$ cat src/common/hbus_axi_pkg.sv
package hbus_axi_pkg;

    // ======================================
    // Widths
    // ======================================

    localparam int unsigned AXI_ADDR_W     = 32;
    localparam int unsigned AXI_DATA_W     = 64;
    localparam int unsigned AXI_ID_W       = 4;
    localparam int unsigned AXI_STRB_W     = AXI_DATA_W / 8;

    // 16-bit words in one full data beat
    localparam int unsigned WORDS_PER_BEAT = AXI_DATA_W / 16;
    localparam int unsigned WORD_IDX_W     = $clog2(WORDS_PER_BEAT);

    // ======================================
    // Vector types
    // ======================================

    typedef logic [AXI_ADDR_W-1:0] axi_addr_t;
    typedef logic [AXI_DATA_W-1:0] axi_data_t;
    typedef logic [AXI_STRB_W-1:0] axi_strb_t;
    typedef logic [AXI_ID_W-1:0]   axi_id_t;
    typedef logic [7:0]            axi_len_t;
    typedef logic [2:0]            axi_size_t;
    typedef logic [1:0]            axi_resp_t;
    typedef logic [WORD_IDX_W-1:0] word_idx_t;

    localparam axi_resp_t RESP_OKAY   = 2'd0;
    localparam axi_resp_t RESP_SLVERR = 2'd2;

    // ======================================
    // Channel payloads
    // ======================================

    // Shared by AW and AR
    typedef struct packed {
        axi_id_t   id;
        axi_addr_t addr;
        axi_len_t  len;
        axi_size_t size;
        logic [1:0] burst;
    } axi_ax_t;

    typedef struct packed {
        axi_data_t data;
        axi_strb_t strb;
        logic      last;
    } axi_w_t;

    typedef struct packed {
        axi_id_t   id;
        axi_data_t data;
        axi_resp_t resp;
        logic      last;
    } axi_r_t;

    typedef struct packed {
        axi_id_t   id;
        axi_resp_t resp;
    } axi_b_t;

endpackage

$ cat src/common/hbus_phy_pkg.sv
package hbus_phy_pkg;

    // ======================================
    // Widths
    // ======================================

    localparam int unsigned NUM_CHIPS   = 2;
    localparam int unsigned BLEN_W      = 16;
    localparam int unsigned WORD_ADDR_W = 31;

    // ======================================
    // Vector types
    // ======================================

    typedef logic [15:0]            hyper_word_t;
    typedef logic [BLEN_W-1:0]      hyper_blen_t;
    typedef logic [WORD_ADDR_W-1:0] hyper_waddr_t;

    // One bit per chip, one-hot
    typedef logic [NUM_CHIPS-1:0]   chip_cs_t;

    // ======================================
    // PHY channel payloads
    // ======================================

    typedef struct packed {
        hyper_word_t data;
        logic [1:0]  strb;
        logic        last;
    } hyper_tx_t;

    typedef struct packed {
        hyper_word_t data;
        logic        last;
        logic        error;
    } hyper_rx_t;

    // Transfer descriptor, burst counts 16-bit words
    typedef struct packed {
        logic         write;
        logic         burst_type;
        logic         address_space;
        hyper_waddr_t address;
        hyper_blen_t  burst;
    } hyper_tf_t;

endpackage

$ cat src/hbus_axi/hbus_ax_channel.sv
`timescale 1ns/1ns

module hbus_ax_channel import hbus_axi_pkg::*, hbus_phy_pkg::*; (
    input  logic       clk_i,
    input  logic       rst_ni,
    input  axi_ax_t    aw_i,
    input  logic       aw_valid_i,
    input  axi_ax_t    ar_i,
    input  logic       ar_valid_i,
    input  logic       busy_i,
    input  logic       trans_ready_i,
    input  logic [4:0] addr_mask_msb_i,
    input  logic       addr_space_i,
    output logic       aw_ready_o,
    output logic       ar_ready_o,
    output hyper_tf_t  trans_o,
    output chip_cs_t   trans_cs_o,
    output logic       trans_valid_o,
    output logic       ax_fire_o,
    output axi_ax_t    ax_o,
    output logic       ax_write_o
);

    // Priority bit, high when AW wins a tie
    logic prio_aw_q;
    logic lock_q;
    logic lock_write_q;

    logic        sel_write;
    axi_addr_t   masked_addr;
    hyper_blen_t blen_beats;

    // ======================================
    // Arbitration
    // ======================================

    always_comb begin
        if (lock_q) begin
            sel_write = lock_write_q;
        end else if (aw_valid_i && ar_valid_i) begin
            sel_write = prio_aw_q;
        end else begin
            sel_write = aw_valid_i;
        end
    end

    assign ax_o          = sel_write ? aw_i : ar_i;
    assign ax_write_o    = sel_write;
    assign trans_valid_o = ~busy_i & (sel_write ? aw_valid_i : ar_valid_i);
    assign ax_fire_o     = trans_valid_o & trans_ready_i;
    assign aw_ready_o    = ax_fire_o & sel_write;
    assign ar_ready_o    = ax_fire_o & ~sel_write;

    // Hold the offered channel until the PHY takes it
    always_ff @(posedge clk_i or negedge rst_ni) begin
        if (!rst_ni) begin
            prio_aw_q    <= 1'b0;
            lock_q       <= 1'b0;
            lock_write_q <= 1'b0;
        end else begin
            lock_q       <= trans_valid_o & ~trans_ready_i;
            lock_write_q <= sel_write;
            if (ax_fire_o) begin
                prio_aw_q <= ~sel_write;
            end
        end
    end

    // ======================================
    // Translation
    // ======================================

    assign masked_addr = ax_o.addr & ~(axi_addr_t'('1) << addr_mask_msb_i);
    assign blen_beats  = hyper_blen_t'(ax_o.len) + hyper_blen_t'(1);

    always_comb begin
        trans_o.write         = sel_write;
        trans_o.burst_type    = 1'b1;
        trans_o.address_space = addr_space_i;
        trans_o.address       = masked_addr[AXI_ADDR_W-1:1];
        // Words per beat are 2^(size-1)
        trans_o.burst         = blen_beats << (ax_o.size - 3'd1);
    end

    // Chip index is the first address bit above the mask
    always_comb begin
        trans_cs_o = '0;
        trans_cs_o[ax_o.addr[addr_mask_msb_i]] = 1'b1;
    end

endmodule

$ cat src/hbus_axi/hbus_xfer_tracker.sv
`timescale 1ns/1ns

module hbus_xfer_tracker import hbus_axi_pkg::*; (
    input  logic      clk_i,
    input  logic      rst_ni,
    input  logic      ax_fire_i,
    input  axi_ax_t   ax_i,
    input  logic      ax_write_i,
    input  logic      rx_fire_i,
    input  logic      rx_last_fire_i,
    input  logic      tx_fire_i,
    input  logic      tx_last_fire_i,
    input  logic      b_error_i,
    input  logic      b_valid_i,
    input  logic      b_ready_i,
    output word_idx_t word_idx_o,
    output logic      endbeat_o,
    output axi_id_t   id_o,
    output logic      w_enable_o,
    output logic      trans_active_o,
    output axi_b_t    b_o,
    output logic      b_valid_o,
    output logic      b_ready_o
);

    axi_size_t size_q;
    word_idx_t word_idx_q;
    axi_id_t   id_q;
    logic      active_q;
    logic      w_enable_q;

    logic      active_clr;

    // ======================================
    // Word index and beat end
    // ======================================

    always_ff @(posedge clk_i or negedge rst_ni) begin
        if (!rst_ni) begin
            size_q     <= '0;
            word_idx_q <= '0;
        end else if (ax_fire_i) begin
            size_q     <= ax_i.size;
            word_idx_q <= ax_i.addr[2:1];
        end else if (rx_fire_i || tx_fire_i) begin
            word_idx_q <= word_idx_q + word_idx_t'(1);
        end
    end

    always_ff @(posedge clk_i) begin
        if (ax_fire_i) begin
            id_q <= ax_i.id;
        end
    end

    // Beat ends when the low size-1 index bits are all set
    always_comb begin
        case (size_q)
            3'd2:    endbeat_o = word_idx_q[0];
            3'd3:    endbeat_o = &word_idx_q;
            default: endbeat_o = 1'b1;
        endcase
    end

    assign word_idx_o = word_idx_q;
    assign id_o       = id_q;

    // ======================================
    // Transfer flags
    // ======================================

    assign active_clr = rx_last_fire_i | (b_valid_i & b_ready_i);

    // A set wins over a clear in the same cycle
    always_ff @(posedge clk_i or negedge rst_ni) begin
        if (!rst_ni) begin
            active_q   <= 1'b0;
            w_enable_q <= 1'b0;
        end else begin
            if (ax_fire_i) begin
                active_q <= 1'b1;
            end else if (active_clr) begin
                active_q <= 1'b0;
            end
            if (ax_fire_i && ax_write_i) begin
                w_enable_q <= 1'b1;
            end else if (tx_last_fire_i) begin
                w_enable_q <= 1'b0;
            end
        end
    end

    assign trans_active_o = active_q;
    assign w_enable_o     = w_enable_q;

    // B response passes straight through
    assign b_o.id    = id_q;
    assign b_o.resp  = b_error_i ? RESP_SLVERR : RESP_OKAY;
    assign b_valid_o = b_valid_i;
    assign b_ready_o = b_ready_i;

endmodule

$ cat src/hbus_axi/hbus_r_coalesce.sv
`timescale 1ns/1ns

module hbus_r_coalesce import hbus_axi_pkg::*, hbus_phy_pkg::*; (
    input  logic      clk_i,
    input  logic      rst_ni,
    input  hyper_rx_t rx_i,
    input  logic      rx_valid_i,
    input  word_idx_t word_idx_i,
    input  logic      endbeat_i,
    input  axi_id_t   id_i,
    input  logic      r_ready_i,
    output logic      rx_ready_o,
    output logic      rx_fire_o,
    output logic      rx_last_fire_o,
    output axi_r_t    r_o,
    output logic      r_valid_o
);

    axi_data_t data_q;
    logic      error_q;
    logic      last_q;
    logic      valid_q;

    logic      pop;

    // A full beat stalls RX until R takes it
    assign pop            = valid_q & r_ready_i;
    assign rx_ready_o     = ~valid_q | r_ready_i;
    assign rx_fire_o      = rx_valid_i & rx_ready_o;
    assign rx_last_fire_o = rx_fire_o & rx_i.last;

    always_ff @(posedge clk_i or negedge rst_ni) begin
        if (!rst_ni) begin
            valid_q <= 1'b0;
            error_q <= 1'b0;
            last_q  <= 1'b0;
        end else begin
            if (pop) begin
                valid_q <= 1'b0;
                error_q <= 1'b0;
            end
            // Push after pop so a word can land in the freed buffer
            if (rx_fire_o) begin
                valid_q <= endbeat_i | rx_i.last;
                error_q <= (error_q & ~pop) | rx_i.error;
                last_q  <= rx_i.last;
            end
        end
    end

    // Lane write of the incoming word
    always_ff @(posedge clk_i) begin
        for (int i = 0; i < WORDS_PER_BEAT; i++) begin
            if (rx_fire_o && word_idx_i == word_idx_t'(i)) begin
                data_q[$bits(hyper_word_t)*i +: $bits(hyper_word_t)] <= rx_i.data;
            end
        end
    end

    assign r_o.id    = id_i;
    assign r_o.data  = data_q;
    assign r_o.resp  = error_q ? RESP_SLVERR : RESP_OKAY;
    assign r_o.last  = last_q;
    assign r_valid_o = valid_q;

endmodule

$ cat src/hbus_axi/hbus_w_serialize.sv
`timescale 1ns/1ns

module hbus_w_serialize import hbus_axi_pkg::*, hbus_phy_pkg::*; (
    input  logic      clk_i,
    input  logic      rst_ni,
    input  axi_w_t    w_i,
    input  logic      w_valid_i,
    input  logic      w_enable_i,
    input  word_idx_t word_idx_i,
    input  logic      endbeat_i,
    input  logic      tx_ready_i,
    output logic      w_ready_o,
    output hyper_tx_t tx_o,
    output logic      tx_valid_o,
    output logic      tx_fire_o,
    output logic      tx_last_fire_o
);

    // ======================================
    // W skid buffer
    // ======================================

    axi_w_t     buf_q [2];
    logic       wr_ptr_q;
    logic       rd_ptr_q;
    logic [1:0] count_q;

    axi_w_t     head;
    logic       push;
    logic       pop;

    // Ready depends only on the occupancy register
    assign w_ready_o = (count_q != 2'd2);
    assign push      = w_valid_i & w_ready_o;
    assign pop       = tx_fire_o & endbeat_i;
    assign head      = buf_q[rd_ptr_q];

    always_ff @(posedge clk_i or negedge rst_ni) begin
        if (!rst_ni) begin
            wr_ptr_q <= 1'b0;
            rd_ptr_q <= 1'b0;
            count_q  <= 2'd0;
        end else begin
            if (push) begin
                wr_ptr_q <= ~wr_ptr_q;
            end
            if (pop) begin
                rd_ptr_q <= ~rd_ptr_q;
            end
            count_q <= count_q + {1'b0, push} - {1'b0, pop};
        end
    end

    always_ff @(posedge clk_i) begin
        if (push) begin
            buf_q[wr_ptr_q] <= w_i;
        end
    end

    // ======================================
    // Word split
    // ======================================

    // Only released once the AW of this write has been accepted
    assign tx_valid_o = w_enable_i & (count_q != 2'd0);

    assign tx_o.data = head.data[$bits(hyper_word_t)*word_idx_i +: $bits(hyper_word_t)];
    assign tx_o.strb = head.strb[2*word_idx_i +: 2];
    assign tx_o.last = head.last & endbeat_i;

    assign tx_fire_o      = tx_valid_o & tx_ready_i;
    assign tx_last_fire_o = tx_fire_o & tx_o.last;

endmodule

$ cat src/hbus_axi/hbus_axi_top.sv
`timescale 1ns/1ns

module hbus_axi_top import hbus_axi_pkg::*, hbus_phy_pkg::*; (
    input  logic      clk_i,
    input  logic      rst_ni,
    // AXI subordinate port
    input  axi_ax_t   aw_i,
    input  logic      aw_valid_i,
    output logic      aw_ready_o,
    input  axi_ax_t   ar_i,
    input  logic      ar_valid_i,
    output logic      ar_ready_o,
    input  axi_w_t    w_i,
    input  logic      w_valid_i,
    output logic      w_ready_o,
    output axi_r_t    r_o,
    output logic      r_valid_o,
    input  logic      r_ready_i,
    output axi_b_t    b_o,
    output logic      b_valid_o,
    input  logic      b_ready_i,
    // PHY port
    input  hyper_rx_t rx_i,
    input  logic      rx_valid_i,
    output logic      rx_ready_o,
    output hyper_tx_t tx_o,
    output logic      tx_valid_o,
    input  logic      tx_ready_i,
    input  logic      b_error_i,
    input  logic      b_valid_i,
    output logic      b_ready_o,
    output hyper_tf_t trans_o,
    output chip_cs_t  trans_cs_o,
    output logic      trans_valid_o,
    input  logic      trans_ready_i,
    // Configuration and status
    input  logic [4:0] addr_mask_msb_i,
    input  logic      addr_space_i,
    output logic      trans_active_o
);

    logic      ax_fire;
    axi_ax_t   ax;
    logic      ax_write;
    word_idx_t word_idx;
    logic      endbeat;
    axi_id_t   id;
    logic      w_enable;
    logic      rx_fire;
    logic      rx_last_fire;
    logic      tx_fire;
    logic      tx_last_fire;

    // ======================================
    // Address channels
    // ======================================

    // New descriptors are held off while a transfer is active
    hbus_ax_channel i_ax_channel (
        .clk_i           ( clk_i           ),
        .rst_ni          ( rst_ni          ),
        .aw_i            ( aw_i            ),
        .aw_valid_i      ( aw_valid_i      ),
        .ar_i            ( ar_i            ),
        .ar_valid_i      ( ar_valid_i      ),
        .busy_i          ( trans_active_o  ),
        .trans_ready_i   ( trans_ready_i   ),
        .addr_mask_msb_i ( addr_mask_msb_i ),
        .addr_space_i    ( addr_space_i    ),
        .aw_ready_o      ( aw_ready_o      ),
        .ar_ready_o      ( ar_ready_o      ),
        .trans_o         ( trans_o         ),
        .trans_cs_o      ( trans_cs_o      ),
        .trans_valid_o   ( trans_valid_o   ),
        .ax_fire_o       ( ax_fire         ),
        .ax_o            ( ax              ),
        .ax_write_o      ( ax_write        )
    );

    // ======================================
    // Transfer state and B response
    // ======================================

    hbus_xfer_tracker i_xfer_tracker (
        .clk_i          ( clk_i          ),
        .rst_ni         ( rst_ni         ),
        .ax_fire_i      ( ax_fire        ),
        .ax_i           ( ax             ),
        .ax_write_i     ( ax_write       ),
        .rx_fire_i      ( rx_fire        ),
        .rx_last_fire_i ( rx_last_fire   ),
        .tx_fire_i      ( tx_fire        ),
        .tx_last_fire_i ( tx_last_fire   ),
        .b_error_i      ( b_error_i      ),
        .b_valid_i      ( b_valid_i      ),
        .b_ready_i      ( b_ready_i      ),
        .word_idx_o     ( word_idx       ),
        .endbeat_o      ( endbeat        ),
        .id_o           ( id             ),
        .w_enable_o     ( w_enable       ),
        .trans_active_o ( trans_active_o ),
        .b_o            ( b_o            ),
        .b_valid_o      ( b_valid_o      ),
        .b_ready_o      ( b_ready_o      )
    );

    // ======================================
    // Data paths
    // ======================================

    hbus_r_coalesce i_r_coalesce (
        .clk_i          ( clk_i        ),
        .rst_ni         ( rst_ni       ),
        .rx_i           ( rx_i         ),
        .rx_valid_i     ( rx_valid_i   ),
        .word_idx_i     ( word_idx     ),
        .endbeat_i      ( endbeat      ),
        .id_i           ( id           ),
        .r_ready_i      ( r_ready_i    ),
        .rx_ready_o     ( rx_ready_o   ),
        .rx_fire_o      ( rx_fire      ),
        .rx_last_fire_o ( rx_last_fire ),
        .r_o            ( r_o          ),
        .r_valid_o      ( r_valid_o    )
    );

    hbus_w_serialize i_w_serialize (
        .clk_i          ( clk_i        ),
        .rst_ni         ( rst_ni       ),
        .w_i            ( w_i          ),
        .w_valid_i      ( w_valid_i    ),
        .w_enable_i     ( w_enable     ),
        .word_idx_i     ( word_idx     ),
        .endbeat_i      ( endbeat      ),
        .tx_ready_i     ( tx_ready_i   ),
        .w_ready_o      ( w_ready_o    ),
        .tx_o           ( tx_o         ),
        .tx_valid_o     ( tx_valid_o   ),
        .tx_fire_o      ( tx_fire      ),
        .tx_last_fire_o ( tx_last_fire )
    );

endmodule

$ cat config.mk
export PLATFORM = sky130hd
export DESIGN_NAME = hbus_axi_top
export DESIGN_NICKNAME = d
export VERILOG_FILES = /design/src/common/hbus_axi_pkg.sv /design/src/common/hbus_phy_pkg.sv /design/src/hbus_axi/hbus_ax_channel.sv /design/src/hbus_axi/hbus_xfer_tracker.sv /design/src/hbus_axi/hbus_r_coalesce.sv /design/src/hbus_axi/hbus_w_serialize.sv /design/src/hbus_axi/hbus_axi_top.sv
export SDC_FILE = /design/constraint.sdc
export NUM_CORES = 1
export LEC_CHECK = 0
export ABC_AREA = 0
export BUFFER_PORTS_ARGS = -buffer_cell sky130_fd_sc_hd__buf_2
export CAP_MARGIN = 25
export CORE_MARGIN = 2
export CORE_UTILIZATION = 45
export CTS_CLUSTER_DIAMETER = 80
export DETAILED_ROUTE_END_ITERATION = 10
export PLACE_DENSITY = 0.77
export SYNTH_ARGS = -nofsm -noshare
export SYNTH_HDL_FRONTEND = slang
export SYNTH_SLANG_ARGS = --single-unit
$ cat constraint.sdc
create_clock -name clk_i -period 5.4 [get_ports clk_i]
set_clock_uncertainty 0.05 [all_clocks]
set_input_delay 1.08 -clock clk_i [delete_from_list [all_inputs] [get_ports clk_i]]
set_output_delay 1.08 -clock clk_i [all_outputs]
set_load 0.02 [all_outputs]
* Word level (Yosys, flattened, before mapping)
Memory sizes are Yosys's and may differ from the RTL's. Cells that the tools add are included.
Word-level totals: bits in writable memories 146, register bits after elaboration 85, input port bits 207, logic and storage cells 103, memories 1
Cells by class: reductions and logical operators 15, $add $sub $neg 5, bitwise gates (word level) 29, multiplexer cells 22, magnitude comparators 3, equality and inequality tests 6, shifts and indexed selects 4
Memories:
- i_w_serialize.buf_q | words 2, width 73, rd ports 1, clocked after Yosys merged registers in 0, wr ports 1, line hbus_w_serialize.sv:23 | axi_w_t buf_q [2];
Operators with widths (number):
- $shiftx 64x7->16 | 1
- $mux 49 | 1
- $and 32x32->32 | 1
- $not 32->32 | 1
- $shl 32x5->32 const A | 1
- $and 1x1->1 | 16
- $shl 16x3->16 | 1
- $mux 1 | 14
- $reduce_bool 2->1 | 5
- $add 8x1->9 const B | 1
- $mux 2 | 4
- $shiftx 8x4->2 | 1
- $logic_and 1x1->1 | 7
- $not 1->1 | 7
- $eq 3x2->1 const B | 2
- $lt 5x6->1 const B | 1
- $bmux 1 s5 | 1
- $eq 2x2->1 const B | 2
- $or 1x1->1 | 4
- $sub 3x1->3 const B | 1
- $add 2x1->2 | 1
- $add 2x1->2 const B | 1
- $eq 2x1->1 const B | 1
- $logic_not 2->1 | 1
- 8 further kinds | 8

* Logic depth before layout (Yosys ltp)
word-level depth 10, depth in mapped cells 18, gate-level depth less buffers 13

* By module
A second synthesis with hierarchy kept.
Second synthesis, totals: cell total of the unflattened synthesis 696, area total of the unflattened synthesis 10576.4 µm²
By module, submodules not included:
- hbus_w_serialize | sequential area each 4484.3 µm², area an instance 5753.0 µm², cells an instance 231, instances 1
- hbus_r_coalesce | sequential area each 1996.9 µm², area an instance 2154.6 µm², cells an instance 90, instances 1
- hbus_ax_channel | sequential area each 75.1 µm², area an instance 2152.1 µm², cells an instance 333, instances 1
- hbus_xfer_tracker | sequential area each 295.3 µm², area an instance 516.7 µm², cells an instance 42, instances 1

* Worst setup path after synthesis
Ideal clock, no wire load.
kind in2out, from input port aw_valid_i, to output port trans_o[3] (netlist name), path slack 527 ps, cell stages on the path 17, data required time 4270 ps, arrival 3743 ps, cell sequence nor2b_1 -> a21boi_2 -> buf_6 -> inv_6 -> buf_8 -> buf_2 -> buf_2 -> nand2_1 -> nand2_1 -> ha_1 -> clkbuf_1 -> xor2_1 -> nand2_1 -> o32ai_1 -> a31o_1 -> nor2_1 -> a211oi_1
RTL lines:
- start, declared | line hbus_axi_top.sv:8 | input logic aw_valid_i,
- end, declared | line hbus_axi_top.sv:32 | output hyper_tf_t trans_o,

==> flow_summary.json <==
{
  "cts_max_path_buffers": 3,
  "area_delta_synth_final_pct": 26.40,
  "post_drt_wl_per_cell_um": 18.70,
  "ys.flop_type": "edfxtp_1",
  "grt_max_degree": 49,
  "ios": 365,
  "yosys.cell_types.count": 62,
  "layout.nets": 1259,
  "critPathCaptureType": "output port",
  "clockRootBuffer": "clkbuf_16",
  "post-route-min-period_ns": 5.060,
  "grt_pass1_vias": 6873,
  "clk_latency_ns": 0.50,
  "multi_input_area_mm2": 0.003174,
  "numCtsBuffers": 23,
  "clock_sinks": 231,
  "p_per_area_mw_per_mm2": 489.3,
  "synthCells": 701,
  "synthArstFlopShare_pct": 7.359,
  "status": "finished, final reports clean",
  "met3_usage_pct": 5.056,
  "cts_resized": 0,
  "hold_ws_ns": 0.4368,
  "max_stage_delay_ns": 0.58,
  "cp.required_ns": 4.27,
  "slew_violations": 0,
  "hold_class": "flip-flop to flip-flop",
  "die_area_mm2": 0.02424,
  "register_area_mm2": 0.006854,
  "design_area_mm2": 0.01309,
  "finalCritPeriodShare_pct": 93.71,
  "rsz0062_at_grt": "no",
  "syn_area_per_cell_um2": 14.77,
  "critPathLaunchType": "primary input",
  "vias": 7104,
  "drtAntennaViolNets": 0,
  "drtPass1Iterations": 5,
  "place_area_mm2": 0.01230,
  "tightest_slew_ns": 0.8972,
  "hold_violations": 0,
  "cp_max_fo": 16,
  "busiest_layer": "met2",
  "final_util_pct": 57.82,
  "grt_overflow": 0,
  "fin_cells": 1352,
  "die_width_um": 155.7,
  "design.core.area_mm2": 0.02264,
  "drv_cap": 0,
  "cts_hold_buffers": 0,
  "wirelength_mm": 25.29,
  "fin_setup_tns_ns": 0,
  "start_util_pct": 45.74,
  "dp_cells": 1304,
  "drt-initial-drc-count": 476,
  "crit_path_cell_trace": "buf_2 -> nor2b_1 -> a21boi_2 -> buf_4 -> mux2_4 -> inv_1 -> ha_1 -> inv_1 -> or4_1 -> o2111ai_1 -> buf_2",
  "antenna_found_initial": 9,
  "peakVddDrop_v": 0.0004026,
  "vias_per_cell": 5.254,
  "cp.arrival_ns": 3.93,
  "track_usage_pct": 19.98,
  "rows": 55,
  "use_met1_pct": 27.00,
  "setup_viol": 0,
  "cts_setup_buffers": 0,
  "synth_edf_count": 214,
  "slowest_stage": "or4_1",
  "ys.warnings.count": 0,
  "worstSetupPathType": "primary input to output port",
  "io_buffers": 352,
  "use_met2_pct": 32.45,
  "ys_seq_area_share_pct": 66.16,
  "synth.cell_area_mm2": 0.01036,
  "htree_levels": 1,
  "nFillCells": 1794,
  "ys_ff_latch": 231,
  "drive_gt1_share_pct": 43.36,
  "dp_hpwl_mm": 18.71,
  "worst_slew_margin_rel_pct": 40.19,
  "grt_pass1_wl_mm": 37.79,
  "route.detailed.drc": 0,
  "routabilityCongestion": 0.9138,
  "cts.clk_slew.worst_paths_ns": 0.06,
  "cts_tree": "built",
  "max_freq_mhz": 197.6,
  "fp.dieH_um": 155.7,
  "p_leak_uw": 0.005406
}
cells by family (layout without fill, tap and decap cells):
group	after synthesis	after routing	share of synthesized area, %
adder cells (fa/ha/maj)	8	8	0.9666
XOR/XNOR	15	15	1.341
buffers and inverters	64	422	3.347
flip-flops	231	231	66.16
multiplexers	95	95	14.57
AND/OR/NAND/NOR	212	212	8.771
AO/OA/AOI/OAI	74	74	4.772
other	2	10	0.07252
path summary, 6_finish.rpt:
check | from | endpoint | slack, ns | cells past startpoint
max in group asynchronous | rst_ni | i_xfer_tracker.word_idx_o[0]$_DFFE_PN0P_ | 4.53 | 1
worst min register to register | i_ax_channel.prio_aw_q$_DFFE_PN0P_ | i_ax_channel.prio_aw_q$_DFFE_PN0P_ | 0.44 | 1
worst max register to register | i_xfer_tracker.word_idx_o[0]$_DFFE_PN0P_ | i_w_serialize.count_q[1]$_DFF_PN0_ | 2.65 | 10
worst max-delay path | aw_valid_i | trans_o[7] | 0.34 | 11
min in group asynchronous | rst_ni | i_r_coalesce.r_valid_o$_DFFE_PN0P_ | 0.45 | 1
worst min-delay path | i_ax_channel.prio_aw_q$_DFFE_PN0P_ | i_ax_channel.prio_aw_q$_DFFE_PN0P_ | 0.44 | 1
final cells by class:
class                      instances  area share, %
tap                              285          2.724
inverter                          16         0.4970
antenna                            6         0.1147
clock inverter                    18          1.482
multi-input combinational        408          24.25
clock buffer                      24          4.426
sequential                       231          52.36
timing repair buffer             364          14.15
routing by layer:
layer	part of all wire (%)	wire length, um
met5	0.051	13
met4	2.7	672
met2	48	12120
met3	7.7	1957
met1	42	10530
Yosys cell counts, types with 6 or more instances:
master / n / area [um2]
a211oi_1: 7 / 52.55
a21oi_1: 18 / 90.09
and3_1: 10 / 62.56
buf_2: 6 / 30.03
buf_4: 15 / 112.6
clkbuf_1: 22 / 82.58
dfrtp_1: 17 / 425.4
edfxtp_1: 214 / 6426
ha_1: 8 / 100.1
inv_1: 14 / 52.55
mux2i_1: 45 / 450.4
mux4_2: 41 / 923.4
nand2_1: 118 / 442.9
nand3_1: 11 / 55.05
nor2_1: 38 / 142.6
nor3_1: 14 / 70.07
o21ai_0: 20 / 100.1
xnor2_1: 8 / 70.07
xor2_1: 6 / 52.55
worst max-delay path, delay by kind of cell:
kind                     cells  cell delay, ns
multiplexers                 1            0.38
buffers and inverters        5            1.01
AO/OA/AOI/OAI                2            0.38
AND/OR/NAND/NOR              2            0.71
adder cells (fa/ha/maj)      1            0.36
where the power goes:
| group | internal, uW | leakage [uW] | switching, uW |
|---|---|---|---|
| combinational | 871 | 0.00284 | 1370 |
| sequential | 2390 | 0.00218 | 169 |
| clock | 973 | 0.000384 | 637 |
state kept, by name, summed over array words and instances (netlist names):
name and count:
i_ax_channel.lock_write_q 1, i_w_serialize.buf_q 146, i_r_coalesce.error_q 1, i_xfer_tracker.trans_active_o 1
i_r_coalesce.r_valid_o 1, i_xfer_tracker.size_q 3, i_w_serialize.count_q 2, i_r_coalesce.last_q 1
i_r_coalesce.data_q 64, i_w_serialize.wr_ptr_q 1, i_ax_channel.prio_aw_q 1, i_xfer_tracker.word_idx_o 2
i_xfer_tracker.id_o 4, i_ax_channel.lock_q 1, i_w_serialize.rd_ptr_q 1, i_xfer_tracker.w_enable_o 1
stage by stage:
step           total power (uW)  setup WS (ns)
2_1_floorplan              4144         0.5270
3_3_place_gp               4806         0.4165
3_5_place_dp               4855         0.3849
4_1_cts                    6475         0.3900
5_1_grt                    6734         0.1560
6_report                   6405         0.3398
cells in the final DEF (no fill, tap or decap), drive strengths merged, types with 2 or more instances in the layout:
cell type  instances
a211oi             8
a21boi             2
a21oi             18
a221oi             2
and2               4
and3              10
buf              364
bufinv             4
clkbuf            24
clkinv            12
conb               4
dfrtp             17
diode              6
edfxtp           214
ha                 8
inv               18
mux2               7
mux2i             47
mux4              41
nand2            118
nand2b             4
nand3             11
nand4              2
nor2              38
nor2b              4
nor3              14
o2111ai            3
o21a               2
o21ai             22
o22ai              4
o32ai              2
or2                2
xnor2              8
xor2               7
(Power assumes the default switching activity.)
